## src/rtl/soc_pkg.sv

```systemverilog
`default_nettype none

package soc_pkg;

	// byte address as seen on the memory bus
	typedef logic [31:0] bus_addr_t;

	// one data word on the bus
	typedef logic [31:0] bus_data_t;

	// per-byte write enables, all zero is a read
	typedef logic [3:0] byte_en_t;

	// pwm duty and its register contents
	typedef logic [7:0] duty_t;

	// region code taken from address bits 17:16
	typedef logic [1:0] region_t;

	// i/o register offset taken from address bits 4:2
	typedef logic [2:0] mmio_sel_t;

	// region map, code 11 is left unmapped and reads as zero
	localparam region_t REGION_RAM  = 2'b00;
	localparam region_t REGION_MMIO = 2'b01;
	localparam region_t REGION_ROM  = 2'b10;

	// i/o register offsets inside the mmio region
	localparam mmio_sel_t MMIO_PWM0  = 3'd0;
	localparam mmio_sel_t MMIO_PWM1  = 3'd1;
	localparam mmio_sel_t MMIO_PWM2  = 3'd2;

	// offsets 3 to 5 are free and read back zero
	localparam mmio_sel_t MMIO_TIMER = 3'd6;

endpackage

`default_nettype wire

```

## src/rtl/bus_arbiter.sv

```systemverilog
`timescale 1ns/1ps
`default_nettype none

module bus_arbiter
	import soc_pkg::*;
(
	input  wire logic      clk,
	input  wire logic      rst,
	input  wire logic      cpu_run,

	// debug host port
	input  wire logic      dbg_mem_op,
	input  wire logic      dbg_rw,
	input  wire bus_addr_t dbg_adr,
	input  wire bus_data_t dbg_wdata,
	output logic           dbg_rdy,

	// processor instruction port
	input  wire logic      icmd_valid,
	input  wire bus_addr_t icmd_adr,
	output logic           irsp_valid,

	// processor data port
	input  wire logic      dcmd_valid,
	input  wire logic      dcmd_wr,
	input  wire byte_en_t  dcmd_mask,
	input  wire bus_addr_t dcmd_adr,
	input  wire bus_data_t dcmd_wdata,
	output logic           drsp_valid,

	// shared memory bus
	output logic           mem_op,
	output logic           mem_dbg,
	output bus_addr_t      mem_adr,
	output bus_data_t      mem_wdata,
	output byte_en_t       mem_wren
);

	logic dbg_elig;
	logic dat_elig;
	logic ins_elig;
	logic grant_dbg;
	logic grant_dat;
	logic grant_ins;

	// a port sits out the cycle of its own response pulse
	assign dbg_elig = dbg_mem_op & ~dbg_rdy;

	// processor requests only count while the cpu runs
	assign dat_elig = cpu_run & dcmd_valid & ~drsp_valid;
	assign ins_elig = cpu_run & icmd_valid & ~irsp_valid;

	// debug wins over data, data wins over instruction
	assign grant_dbg = dbg_elig;
	assign grant_dat = dat_elig & ~dbg_elig;
	assign grant_ins = ins_elig & ~dbg_elig & ~dat_elig;

	assign mem_op  = grant_dbg | grant_dat | grant_ins;
	assign mem_dbg = grant_dbg;

	// steer the winning request onto the bus
	always_comb
	begin
		mem_adr   = '0;
		mem_wdata = '0;
		mem_wren  = '0;
		if (grant_dbg)
		begin
			mem_adr   = dbg_adr;
			mem_wdata = dbg_wdata;
			// debug writes always cover the whole word
			mem_wren  = dbg_rw ? 4'b0000 : 4'b1111;
		end
		else if (grant_dat)
		begin
			mem_adr   = dcmd_adr;
			mem_wdata = dcmd_wdata;
			mem_wren  = dcmd_wr ? dcmd_mask : 4'b0000;
		end
		else if (grant_ins)
		begin
			// fetches are reads, no data and no enables
			mem_adr   = icmd_adr;
		end
	end

	// grant flags turn into the one-cycle response pulses
	always_ff @(posedge clk)
	begin
		if (rst)
		begin
			dbg_rdy    <= 1'b0;
			drsp_valid <= 1'b0;
			irsp_valid <= 1'b0;
		end
		else
		begin
			dbg_rdy    <= grant_dbg;
			drsp_valid <= grant_dat;
			irsp_valid <= grant_ins;
		end
	end

endmodule

`default_nettype wire

```

## config.mk

```make
export PLATFORM = sky130hd
export DESIGN_NAME = bus_arbiter
export DESIGN_NICKNAME = d
export VERILOG_FILES = /design/src/rtl/soc_pkg.sv /design/src/rtl/bus_arbiter.sv
export SDC_FILE = /design/constraint.sdc
export NUM_CORES = 1
export LEC_CHECK = 0
export BUFFER_PORTS_ARGS = -buffer_cell sky130_fd_sc_hd__buf_2
export CORE_AREA = 2 2 95 97
export CTS_CLUSTER_SIZE = 24
export DETAILED_ROUTE_END_ITERATION = 10
export DIE_AREA = 0 0 97 99
export SYNTH_ARGS = -nofsm -noshare
export SYNTH_HDL_FRONTEND = slang
export SYNTH_SLANG_ARGS = --single-unit
```

## constraint.sdc

```tcl
create_clock -name clk -period 1.2 [get_ports clk]
set_clock_uncertainty 0.05 [all_clocks]
set_input_delay 0.12 -clock clk [delete_from_list [all_inputs] [get_ports clk]]
set_output_delay 0.12 -clock clk [all_outputs]
set_load 0.01 [all_outputs]
```

# After elaboration in Yosys (flattened, before gate mapping)
# Index checks and enable logic that the tools add are counted.
dict set report totals {
  ff_bits 3
  input_bits 172
  out_inout_bits 73
  wordCells 27
}
dict set report classes {
  muxes 9
  bitwise 15
}
# cell count
set ops {}
lappend ops {{2-to-1 mux 32 bit} 5}
lappend ops {{2-to-1 mux 4 bit} 4}
lappend ops {{bitwise AND 1 bit} 8}
lappend ops {{inverter 1 bit} 5}
lappend ops {{bitwise OR 1 bit} 2}

# Depth between registers and ports, before layout
# Gate-level depths: netlist of run 1.
dict set report logic_depth {
  ltp_word 8
  mapped_depth 7
  depth_no_buf 4
}

# Worst setup path before layout of run 1
# OpenSTA, ideal clock, no wires.
dict set report synth_timing {
  path_kind {flip-flop to output port}
  from {register dbg_rdy}
  to {output port mem_adr[30]}
  path_buffers 2
  arrival_time_ns 1.220
  setup_slack_ns -0.190
  path_stages_with_launch 6
  required_ns 1.030
  cell_sequence {dfxtp_1 > nand2b_1 > buf_4 > clkbuf_1 > nand2_1 > o211ai_1}
}
dict set report synth_via {
  elab_chain_len 8
  word_cells_on_any_way 9
  classes_between {mux (3); bitwise (6)}
}
# item line
set synth_rtl {}
lappend synth_rtl {{from (decl)} bus_arbiter.sv:16} ;# output logic dbg_rdy,
lappend synth_rtl {{from (signal assigned)} bus_arbiter.sv:98} ;# dbg_rdy <= grant_dbg;
lappend synth_rtl {{inverter 1 bit (*)} bus_arbiter.sv:47} ;# assign dbg_elig = dbg_mem_op & ~dbg_rdy;
lappend synth_rtl {{bitwise AND 1 bit (*)} bus_arbiter.sv:47}
lappend synth_rtl {{inverter 1 bit} {bus_arbiter.sv:55, bus_arbiter.sv:56}}
lappend synth_rtl {{bitwise AND 1 bit (2 in a row)} bus_arbiter.sv:56} ;# assign grant_ins = ins_elig & ~dbg_elig & ~dat_elig;
lappend synth_rtl {{2-to-1 mux 32 bit} bus_arbiter.sv:80} ;# else if (grant_ins)
lappend synth_rtl {{2-to-1 mux 32 bit} bus_arbiter.sv:74} ;# else if (grant_dat)
lappend synth_rtl {{2-to-1 mux 32 bit (*)} bus_arbiter.sv:67} ;# if (grant_dbg)
lappend synth_rtl {{to (decl)} bus_arbiter.sv:34} ;# output bus_addr_t mem_adr,
# Every way passes the cells marked *; elsewhere a longest branch is shown, timed or not.

# Final worst setup path of run 1
dict set report layout_timing {
  from {register drsp_valid}
  to {output port mem_wdata[26]}
}
dict set report layout_via {
  elab_chain_len 5
}
# item line
set layout_rtl {}
lappend layout_rtl {{from (decl)} bus_arbiter.sv:29} ;# output logic drsp_valid,
lappend layout_rtl {{from (signal assigned)} bus_arbiter.sv:99} ;# drsp_valid <= grant_dat;
lappend layout_rtl {{inverter 1 bit} bus_arbiter.sv:50} ;# assign dat_elig = cpu_run & dcmd_valid & ~drsp_valid;
lappend layout_rtl {{bitwise AND 1 bit} bus_arbiter.sv:50}
lappend layout_rtl {{bitwise AND 1 bit} bus_arbiter.sv:55} ;# assign grant_dat = dat_elig & ~dbg_elig;
lappend layout_rtl {{2-to-1 mux 32 bit} bus_arbiter.sv:74}
lappend layout_rtl {{2-to-1 mux 32 bit} bus_arbiter.sv:67}
lappend layout_rtl {{to (decl)} bus_arbiter.sv:35} ;# output bus_data_t mem_wdata,
# No other way between the ends.

==> results by group, run 1 <==
Global route
  – First-pass GRT wire length: roughly 12 mm
  – Initial antenna violation count: 0
  – Largest net degree at the start of global routing: 30
  – Vias in the first global route: between 2,000 and 3,000
  – Gr usage total: 0.148
  – Grt total ovfl: 0

Finish
  – Share of cells above drive strength 1: 0.624
  – Antenna cells: 0
  – Syn-to-layout area delta: 125%
  – Layout Cells excl Fill: about 570
  – Nets: 636
  – Commonest cells after routing, fill and taps aside: buf_2 (244), nand2_1 (69), nand4_1 (33)
  – Commonest non-fill, non-tap cell in the layout: buf_2
  – Final core utilization: 0.347
  – Fin area: 2970 sq um

STA
  – Worst Slack Setup Final: -392 ps
  – Hold Violations, Final: 0
  – Setup Total Neg Slack: -23,620 ps
  – Slew HR: 0.854
  – Worst-margin pin slew: ~220 ps
  – Worst hold slack: about 39 ps
  – Final min period: around 1600 ps
  – Endpoints failing setup: 70
  – RSZ-0062 raised after global routing: yes
  – Crit share post-route: 1.33
  – Pins Over Slew Limit: 0
  – Fmax: 628 MHz

Pwr
  – Clk pwr share: 0.185
  – Pwr/cell area: around 540 nW/um^2
  – Switching Fraction: 0.403
  – P_leak: ~1.7 nW
  – Power, Total: 1.60 mW
  – Logic pwr share: 0.748
  – Sw Pwr: approximately 640 uW
  – Sequential Power Share: 0.067
  – Maximum VDD drop: about 460 uV
  – P_int: 953 uW

Drt
  – Initial DRC count: 96
  – WL final: 8.19 mm
  – Met1 wire length: 3.52 mm
  – Via count: 2,751
  – Wire per inst: 14.3 um
  – Final ANT Viol Nets: 0
  – Met3 Wirelength: 588 um
  – Via/cell ratio: 4.82
  – Remaining DRCs: 0
  – Top sig layer: met4
  – Drt pass-1 iters: 4
  – Metal2 WL: 4.01 mm

Status
  – Status: finished with violations
  – Failing checks: setup timing

Die
  – Initial Utilization: 0.154
  – Row Count: 34
  – Die Ht: approximately 100 um
  – Core Box Area: roughly 8600 sq um
  – Chip width: ~97 um
  – Die ar.: a little under 10,000 sq um
  – # IOs: 245

Worst setup path
  – Slowest Stage Delay on Critical Path: ~340 ps
  – Critical path endpoint category: primary output
  – Critical Path Fanout Max: 13
  – CP Data Arrival Time: 1420 ps
  – Critical-path cell list: nor2b_4 > and3_4 > clkbuf_16 > a22o_1 > buf_2
  – CP required: slightly above 1000 ps
  – Startpoint Class: register
  – Slowest CP cell: dfxtp_4
  – Setup CP Type: reg -> out

Yosys
  – Synth cell types: 19
  – Synthesized area per cell: 6.14 sq um
  – Yosys top cell area share: 0.212
  – Area contributors post-synth: a22o_1 (21%), nand2_1 (20%), o211ai_1 (18%)
  – Flops & latches, synth: 3
  – Yosys warns: 0
  – Yosys top cell by area: a22o_1
  – Syn Nets: a little under 400
  – Synth Cell Area: ~1300 sq um
  – Synth Instances: ~220
  – Seq/Total Area, Yosys: 0.0455

CTS
  – CTS clk-pin slew, worst paths: approximately 30 ps
  – Clk sink count: 3
  – Longest Clk Path Bufs: 2
  – Clock root buffer: clkbuf_8
  – Skew-Pair Late Insertion Delay: 210 ps
  – # H-tree levels: 1
  – CTS Hold Bufs: 0
  – CTS tree: yes
  – CTS buffer count: 3

Placement
  – Placed inst area: between 2000 and 3000 sq um
  – Port bufs: approximately 240
  – DP Cell Count: about 560
  – Detail Placement HPWL: 6.49 mm
  – Post-Place Worst Slack: -174 ps
  – Gpl congestion: ~0.92

Run
  – Max Cap Violations: 0

Hold path
  – Hold Path Class: in -> reg
-- repair_timing --
action                     CTS  global route
cloned                       0             3
gates resized for setup      3             7
setup endpoints to repair   71            71
pin swaps                    0             5
setup buffers                1             1
-- logic make-up (layout without fill, tap and decap cells) --
| family | after synthesis | count (layout) | share of synthesized area |
|---|---|---|---|
| AO/OA/AOI/OAI | 69 | 69 | 0.417 |
| buffers and inverters | 31 | 279 | 0.136 |
| flip-flops | 3 | 3 | 0.0455 |
| AND/OR/NAND/NOR | 112 | 112 | 0.402 |
-- worst paths after layout --
check                   from            end  slack, ps  depth (start not counted)
setup reg to reg  drsp_valid     drsp_valid         60                          5
setup / recovery  drsp_valid  mem_wdata[26]       -390                          5
hold reg to reg   irsp_valid     irsp_valid        600                          4
hold / removal           rst     drsp_valid         40                          2
-- area by class of cell --
| cell class | count | area, sq um |
|---|---|---|
| multi-input cells | 181 | 1110 |
| inverters | 1 | 3.75 |
| fillers | 949 | 5580 |
| repair buffers | 274 | 1610 |
| well taps | 108 | 135 |
| flip-flops and latches | 3 | 66.3 |
| clock buffers | 4 | 45.0 |
-- worst max-delay path: cells and delay by family, from the launching register on --
kind | cells | cell delay (ps)
flip-flops | 1 | 340
AND/OR/NAND/NOR | 2 | 430
buffers and inverters | 2 | 300
AO/OA/AOI/OAI | 1 | 130
-- Yosys cell counts --
library cell / number
o211ai_1: 32
and3_4: 1
nor2_1: 3
a22o_1: 32
nor2b_4: 1
dfxtp_1: 3
inv_2: 1
buf_6: 5
clkbuf_1: 14
buf_4: 5
nand2b_1: 2
buf_2: 5
nor2b_1: 1
o21ai_0: 1
nand3_1: 2
nand4_1: 33
o22ai_1: 4
buf_1: 1
nand2_1: 69
-- flip-flops by register name, indices dropped and copies added, names as in the netlist --
register and count:
irsp_valid 1, drsp_valid 1, dbg_rdy 1
-- routing by layer --
metal	vias up	global-route usage
li1	1322	-
met3	10	0.0170
met5	-	0
met2	148	0.266
met4	0	0.0347
met1	1271	0.189
-- power by group through the flow --
stage | Clock (mW) | Sequential, mW | Combinational, mW
after detailed placement | 0 | 0.108 | 1.13
after global routing | 0.313 | 0.107 | 1.30
after global placement | 0 | 0.107 | 1.12
final | 0.296 | 0.106 | 1.19
after CTS | 0.302 | 0.106 | 1.14
after floorplan | 0 | 0.109 | 0.540
Note: power is estimated with default switching activity, not from simulation.
==> run 2: changes to the inputs <==
CORE_AREA = 2 2 94 96   (was 2 2 95 97)
DIE_AREA = 0 0 96 98   (was 0 0 97 99)
TNS_END_PERCENT = 1   (was unset)
clock period = 1.9 ns   (was 1.2 ns; I/O delays follow)
==> results by group, run 2 (synthesized netlist as in run 1, its figures left out) <==
Worst setup path
  – Setup CP Type: reg -> out
  – CP Data Arrival Time: around 1500 ps
  – Reg2reg path depth: 4
  – Worst path buffer plus inverter count: 3
  – FF-to-FF End: drsp_valid
  – Startpoint Class: register
  – Reg2reg start: dbg_rdy
  – Worst R2R Setup Slack: roughly 700 ps
  – Critical path endpoint category: primary output
  – Critical Path Fanout Max: 13
  – Crit path max-delay family: buffers and inverters
  – Critical-path cell list: nand2b_4 > inv_4 > buf_4 > a22o_1 > buf_2
  – CP endpoint: mem_wdata[5]
  – WP depth: 5
  – Slowest CP cell: dfxtp_1
  – CP required: ~1700 ps
  – CP Launch Point: dbg_rdy
  – Slowest Stage Delay on Critical Path: around 320 ps

Drt
  – Remaining DRCs: 0
  – Initial DRC count: 70
  – Via count: approximately 2,700
  – WL final: 8.47 mm
  – Via/cell ratio: approximately 4.8
  – Wire per inst: between 15 and 20 um
  – Drt pass-1 iters: 4
  – Final ANT Viol Nets: 0

STA
  – Slew HR: 0.736
  – Worst-margin pin slew: between 300 and 400 ps
  – RSZ-0062 raised after global routing: no
  – Setup Total Neg Slack: 0 ps
  – Endpoints failing setup: 0
  – Hold Violations, Final: 0
  – Pins Over Slew Limit: 0
  – Worst hold slack: ~120 ps
  – Crit share post-route: 0.930
  – Fmax: around 570 MHz
  – Final min period: 1770 ps

CTS
  – CTS buffer count: 3
  – Longest Clk Path Bufs: 2
  – Skew-Pair Late Insertion Delay: between 200 and 250 ps
  – Clock root buffer: clkbuf_8
  – CTS clk-pin slew, worst paths: roughly 30 ps
  – Clk sink count: 3
  – # H-tree levels: 1
  – CTS tree: yes

Pwr
  – Sequential Power Share: 0.071
  – P_leak: ~1.5 nW
  – P_int: around 550 uW
  – Logic pwr share: 0.732
  – Pwr/cell area: between 300 and 400 nW/um^2
  – Maximum VDD drop: between 150 and 200 uV
  – Switching Fraction: 0.424
  – Sw Pwr: just over 400 uW
  – Clk pwr share: 0.197

Finish
  – Syn-to-layout area delta: 105%
  – Layout fillers: 933
  – Biggest regs: dbg_rdy: 1 flops, drsp_valid: 1 flops, irsp_valid: 1 flops
  – Area of the multi-input gates: between 1000 and 1500 sq um
  – Share of cells above drive strength 1: 0.592
  – Register Area: ~60 sq um
  – Commonest non-fill, non-tap cell in the layout: buf_2
  – Commonest cells after routing, fill and taps aside: buf_2 (244), nand2_1 (69), nand4_1 (33)
  – Nets: approximately 620

Die
  – Die Ht: slightly below 100 um
  – Chip width: between 90 and 100 um
  – Initial Utilization: 0.156
  – Die ar.: approximately 9400 sq um
  – Row Count: 34
  – # IOs: approximately 250
  – Core Box Area: 8470 sq um

Global route
  – Gr usage total: 0.150
  – Initial antenna violation count: 1
  – Grt total ovfl: 0
  – Largest net degree at the start of global routing: 50
  – Vias in the first global route: 2,384
  – First-pass GRT wire length: 11.2 mm

Status
  – Status: complete, no violations

Placement
  – Gpl congestion: 0.811
  – Detail Placement HPWL: ~6.7 mm
  – Port bufs: 244

Hold path
  – Hold Path Class: in -> reg
  – WHS Path Cells: 2

Run
  – Max Cap Violations: 0
[run 2: cell count changes in the layout (fill, tap and decap cells not counted), moves of 3 or more]
| cell | before | now |
|---|---|---|
| buf_6 | 3 | 0 |
| buf_4 | 16 | 8 |
| dfxtp_1 | 0 | 3 |
| buf_12 | 7 | 3 |
[run 2: per-layer routing]
layer,share of wire,up-vias,global-route usage
met1,0.39,1224,0.159
met3,0.080,12,0.0185
li1,-,1290,-
met5,0,-,0
met4,0.022,0,0.0440
met2,0.51,149,0.298
[run 2: through the flow]
| stage | area, sq um | utilization | power (mW) | setup WS, ps | std cells |
|---|---|---|---|---|---|
| 2_1_floorplan | 1320 | - | 0.397 | 440 | 215 |
| 3_3_place_gp | 2620 | 0.310 | 0.747 | 237 | 548 |
| 3_5_place_dp | 2620 | 0.310 | 0.751 | 244 | 548 |
| 4_1_cts | 2670 | 0.315 | 0.948 | 5.42 | 552 |
| 5_1_grt | 2710 | 0.320 | 1.03 | 14.1 | 555 |
| 6_report | 2710 | 0.320 | 0.954 | 133 | 555 |
[run 2: layout make-up]
class,instances,share of cell area
timing repair buffer,256,0.504
multi-input combinational,182,0.404
tap,108,0.0498
sequential,3,0.0222
clock buffer,4,0.0166
inverter,1,0.00231
antenna,1,0.000923
[run 2: how the worst min path moves through the flow]
stage	from	endpoint
floorplan	rst	dbg_rdy
global placement	rst	irsp_valid
detailed placement	rst	dbg_rdy
CTS	rst	dbg_rdy
global route	rst	dbg_rdy
finish	rst	dbg_rdy
[run 2: power groups by stage]
stage / registers [mW] / logic (mW) / clock network, mW
2_1_floorplan: 0.0693 / 0.328 / 0
3_3_place_gp: 0.0681 / 0.679 / 0
3_5_place_dp: 0.0681 / 0.683 / 0
4_1_cts: 0.0672 / 0.688 / 0.193
5_1_grt: 0.0675 / 0.761 / 0.198
6_report: 0.0674 / 0.698 / 0.188
[run 2: worst register-to-register path: stages, from the launching register on]
cell      delay (ps)
dfxtp_1          320
nand2b_4         240
buf_12           200
nand3_1          170
nor2_1           130
[run 2: timing repair]
action	4_1_cts	5_1_grt
gates resized for setup	0	2
hold buffers	0	0
endpoints found under the setup margin	0	39
setup buffers	0	0
==> run 3: changes to the inputs <==
ABC_AREA = 1   (was unset)
PLACE_DENSITY = 0.6   (was unset)
==> results by group, run 3 <==
Worst setup path
  – Setup CP Type: reg -> out
  – Worst R2R Setup Slack: approximately 690 ps
  – Slowest Stage Delay on Critical Path: 320 ps
  – Critical path endpoint category: primary output
  – CP required: ~1700 ps
  – Crit path max-delay family: buffers and inverters
  – Critical Path Fanout Max: 26
  – Slowest CP cell: dfxtp_1
  – Startpoint Class: register
  – Worst path most repeated cell: inv_2
  – Reg2reg path depth: 5
  – Worst path buffer plus inverter count: 4
  – CP Data Arrival Time: roughly 1500 ps
  – Critical-path cell list: inv_2 > nand2_4 > inv_2 > nor2_4 > buf_4 > nand2_1 > nand3_1 > buf_2
  – FF-to-FF End: irsp_valid
  – Reg2reg start: drsp_valid

Drt
  – Final ANT Viol Nets: 0
  – Wire per inst: approximately 12 um
  – Via/cell ratio: about 4.3
  – Remaining DRCs: 0
  – Via count: 2,666
  – Drt pass-1 iters: 4
  – Initial DRC count: between 50 and 60
  – WL final: between 7 and 8 mm

Pwr
  – Logic pwr share: 0.705
  – Clk pwr share: 0.217
  – Pwr/cell area: about 330 nW/um^2
  – Sequential Power Share: 0.078
  – P_leak: 1.69 nW
  – Power, Total: between 800 and 900 uW
  – P_int: approximately 500 uW
  – Sw Pwr: between 300 and 400 uW
  – Switching Fraction: 0.428
  – Maximum VDD drop: about 140 uV

Status
  – Status: complete, no violations

STA
  – Fmax: 566 MHz
  – Slew HR: 0.730
  – Worst-margin pin slew: roughly 410 ps
  – Setup Total Neg Slack: 0 ps
  – Crit share post-route: 0.930
  – Final min period: 1770 ps
  – Pins Over Slew Limit: 0
  – RSZ-0062 raised after global routing: no
  – Hold Violations, Final: 0
  – Endpoints failing setup: 0

Yosys
  – Synth Instances: approximately 270
  – Synthesized area per cell: around 4.7 sq um
  – Synth cell types: 18
  – EDFF count, synth: 0
  – Syn Nets: roughly 440
  – Top-count cell post-synth: nand2_1
  – Yosys top cell by area: nand2_1
  – Async SR Flop Fraction: 0
  – Top cells by count, synth: nand2_1 (165), nand3_1 (38), nand4_1 (32)
  – Synth Cell Area: approximately 1300 sq um
  – Area contributors post-synth: nand2_1 (49%), nand4_1 (16%), nand3_1 (15%)
  – Flops & latches, synth: 3
  – Yosys warns: 0
  – Yosys top cell area share: 0.488
  – Synth Flop Type: dfxtp_1
  – Seq/Total Area, Yosys: 0.0473

CTS
  – CTS Hold Bufs: 0
  – # H-tree levels: 1
  – Clk sink count: 3
  – CTS tree: yes
  – CTS clk-pin slew, worst paths: around 30 ps
  – Setup bufs post-CTS: 0
  – Longest Clk Path Bufs: 2
  – CTS buffer count: 3
  – Clock root buffer: clkbuf_8
  – Skew-Pair Late Insertion Delay: between 200 and 250 ps

Global route
  – Met1 Usage GRT: 0.138
  – Grt total ovfl: 0
  – Met3 Use GR: 0.0216
  – Gr usage total: 0.135
  – Initial antenna violation count: 0
  – Largest net degree at the start of global routing: 43
  – Busiest layer in global routing: met2
  – First-pass GRT wire length: roughly 10 mm
  – Met2 GRT Util: 0.280
  – Vias in the first global route: 2,417

Hold path
  – WHS Path Cells: 2
  – Hold Path Class: in -> reg
  – Min-delay src: rst
  – Hold Crit Endpoint: dbg_rdy

Placement
  – DP Cell Count: roughly 610
  – Detail Placement HPWL: between 5 and 6 mm
  – Port bufs: approximately 240
  – Gpl congestion: 0.777

Die
  – Row Count: 34
  – Initial Utilization: 0.150
  – # IOs: 245
  – Core Box Area: around 8500 sq um
  – Die Ht: a little under 100 um
  – Chip width: between 90 and 100 um
  – Die ar.: ~9400 sq um

Run
  – Max Cap Violations: 0

Finish
  – Commonest cells after routing, fill and taps aside: buf_2 (244), nand2_1 (165), nand3_1 (38)
  – Layout Cells excl Fill: roughly 600
  – Share of cells above drive strength 1: 0.519
  – Commonest non-fill, non-tap cell in the layout: buf_2
  – Nets: roughly 680
  – Biggest regs: dbg_rdy: 1 flops, drsp_valid: 1 flops, irsp_valid: 1 flops
  – Syn-to-layout area delta: 106%
  – Antenna cells: 0
[run 3: how the worst max path moves through the flow]
stage / from / end / slack [ps] / depth (start not counted)
final: dbg_rdy / mem_adr[22] / 130 / 8
after detailed placement: dbg_rdy / mem_adr[9] / 300 / 8
after global placement: dbg_rdy / mem_adr[10] / 340 / 8
after floorplan: dbg_rdy / mem_wdata[11] / 540 / 8
after CTS: dbg_rdy / mem_adr[9] / 50 / 8
after global routing: dbg_rdy / mem_adr[31] / 20 / 7
[run 3: layout make-up]
| type | instances | area (sq um) |
|---|---|---|
| fill | 929 | 5850 |
| timing repair buffer | 252 | 1280 |
| multi-input combinational | 243 | 1070 |
| tap | 108 | 135 |
| sequential | 3 | 60.1 |
| clock buffer | 4 | 45.0 |
| inverter | 3 | 11.3 |
[run 3: power groups by stage]
stage | logic, mW | clock network (mW) | registers (mW)
after floorplan | 0.279 | 0 | 0.0696
after global placement | 0.607 | 0 | 0.0684
after detailed placement | 0.614 | 0 | 0.0683
after CTS | 0.617 | 0.196 | 0.0675
after global routing | 0.683 | 0.205 | 0.0676
final | 0.610 | 0.188 | 0.0675
[run 3: metrics by stage]
step / hold slack [ps] / worst slack (ps) / area, sq um / util
floorplan: 212 / 543 / 1270 / -
global placement: 335 / 341 / 2560 / 0.303
detailed placement: 342 / 296 / 2560 / 0.303
CTS: 111 / 53.5 / 2610 / 0.308
global route: 108 / 21.6 / 2610 / 0.308
finish: 117 / 134 / 2610 / 0.308
[run 3: cells by family (layout without fill, tap and decap cells)]
family,after synthesis,count (layout),share of synthesized area
buf+inv,26,259,0.106
flops,3,3,0.0473
simple gates,243,243,0.847
[run 3: what timing repair did]
item                                   4_1_cts  5_1_grt
gates resized for setup                      0        1
setup endpoints to repair                    0       40
endpoints found under the hold margin        0        0
[run 3: per-layer routing]
metal  wire length [um]  part of all wire
met1               2510              0.36
met2               3830              0.54
met3                702             0.099
met4                 22            0.0031
met5                  0                 0
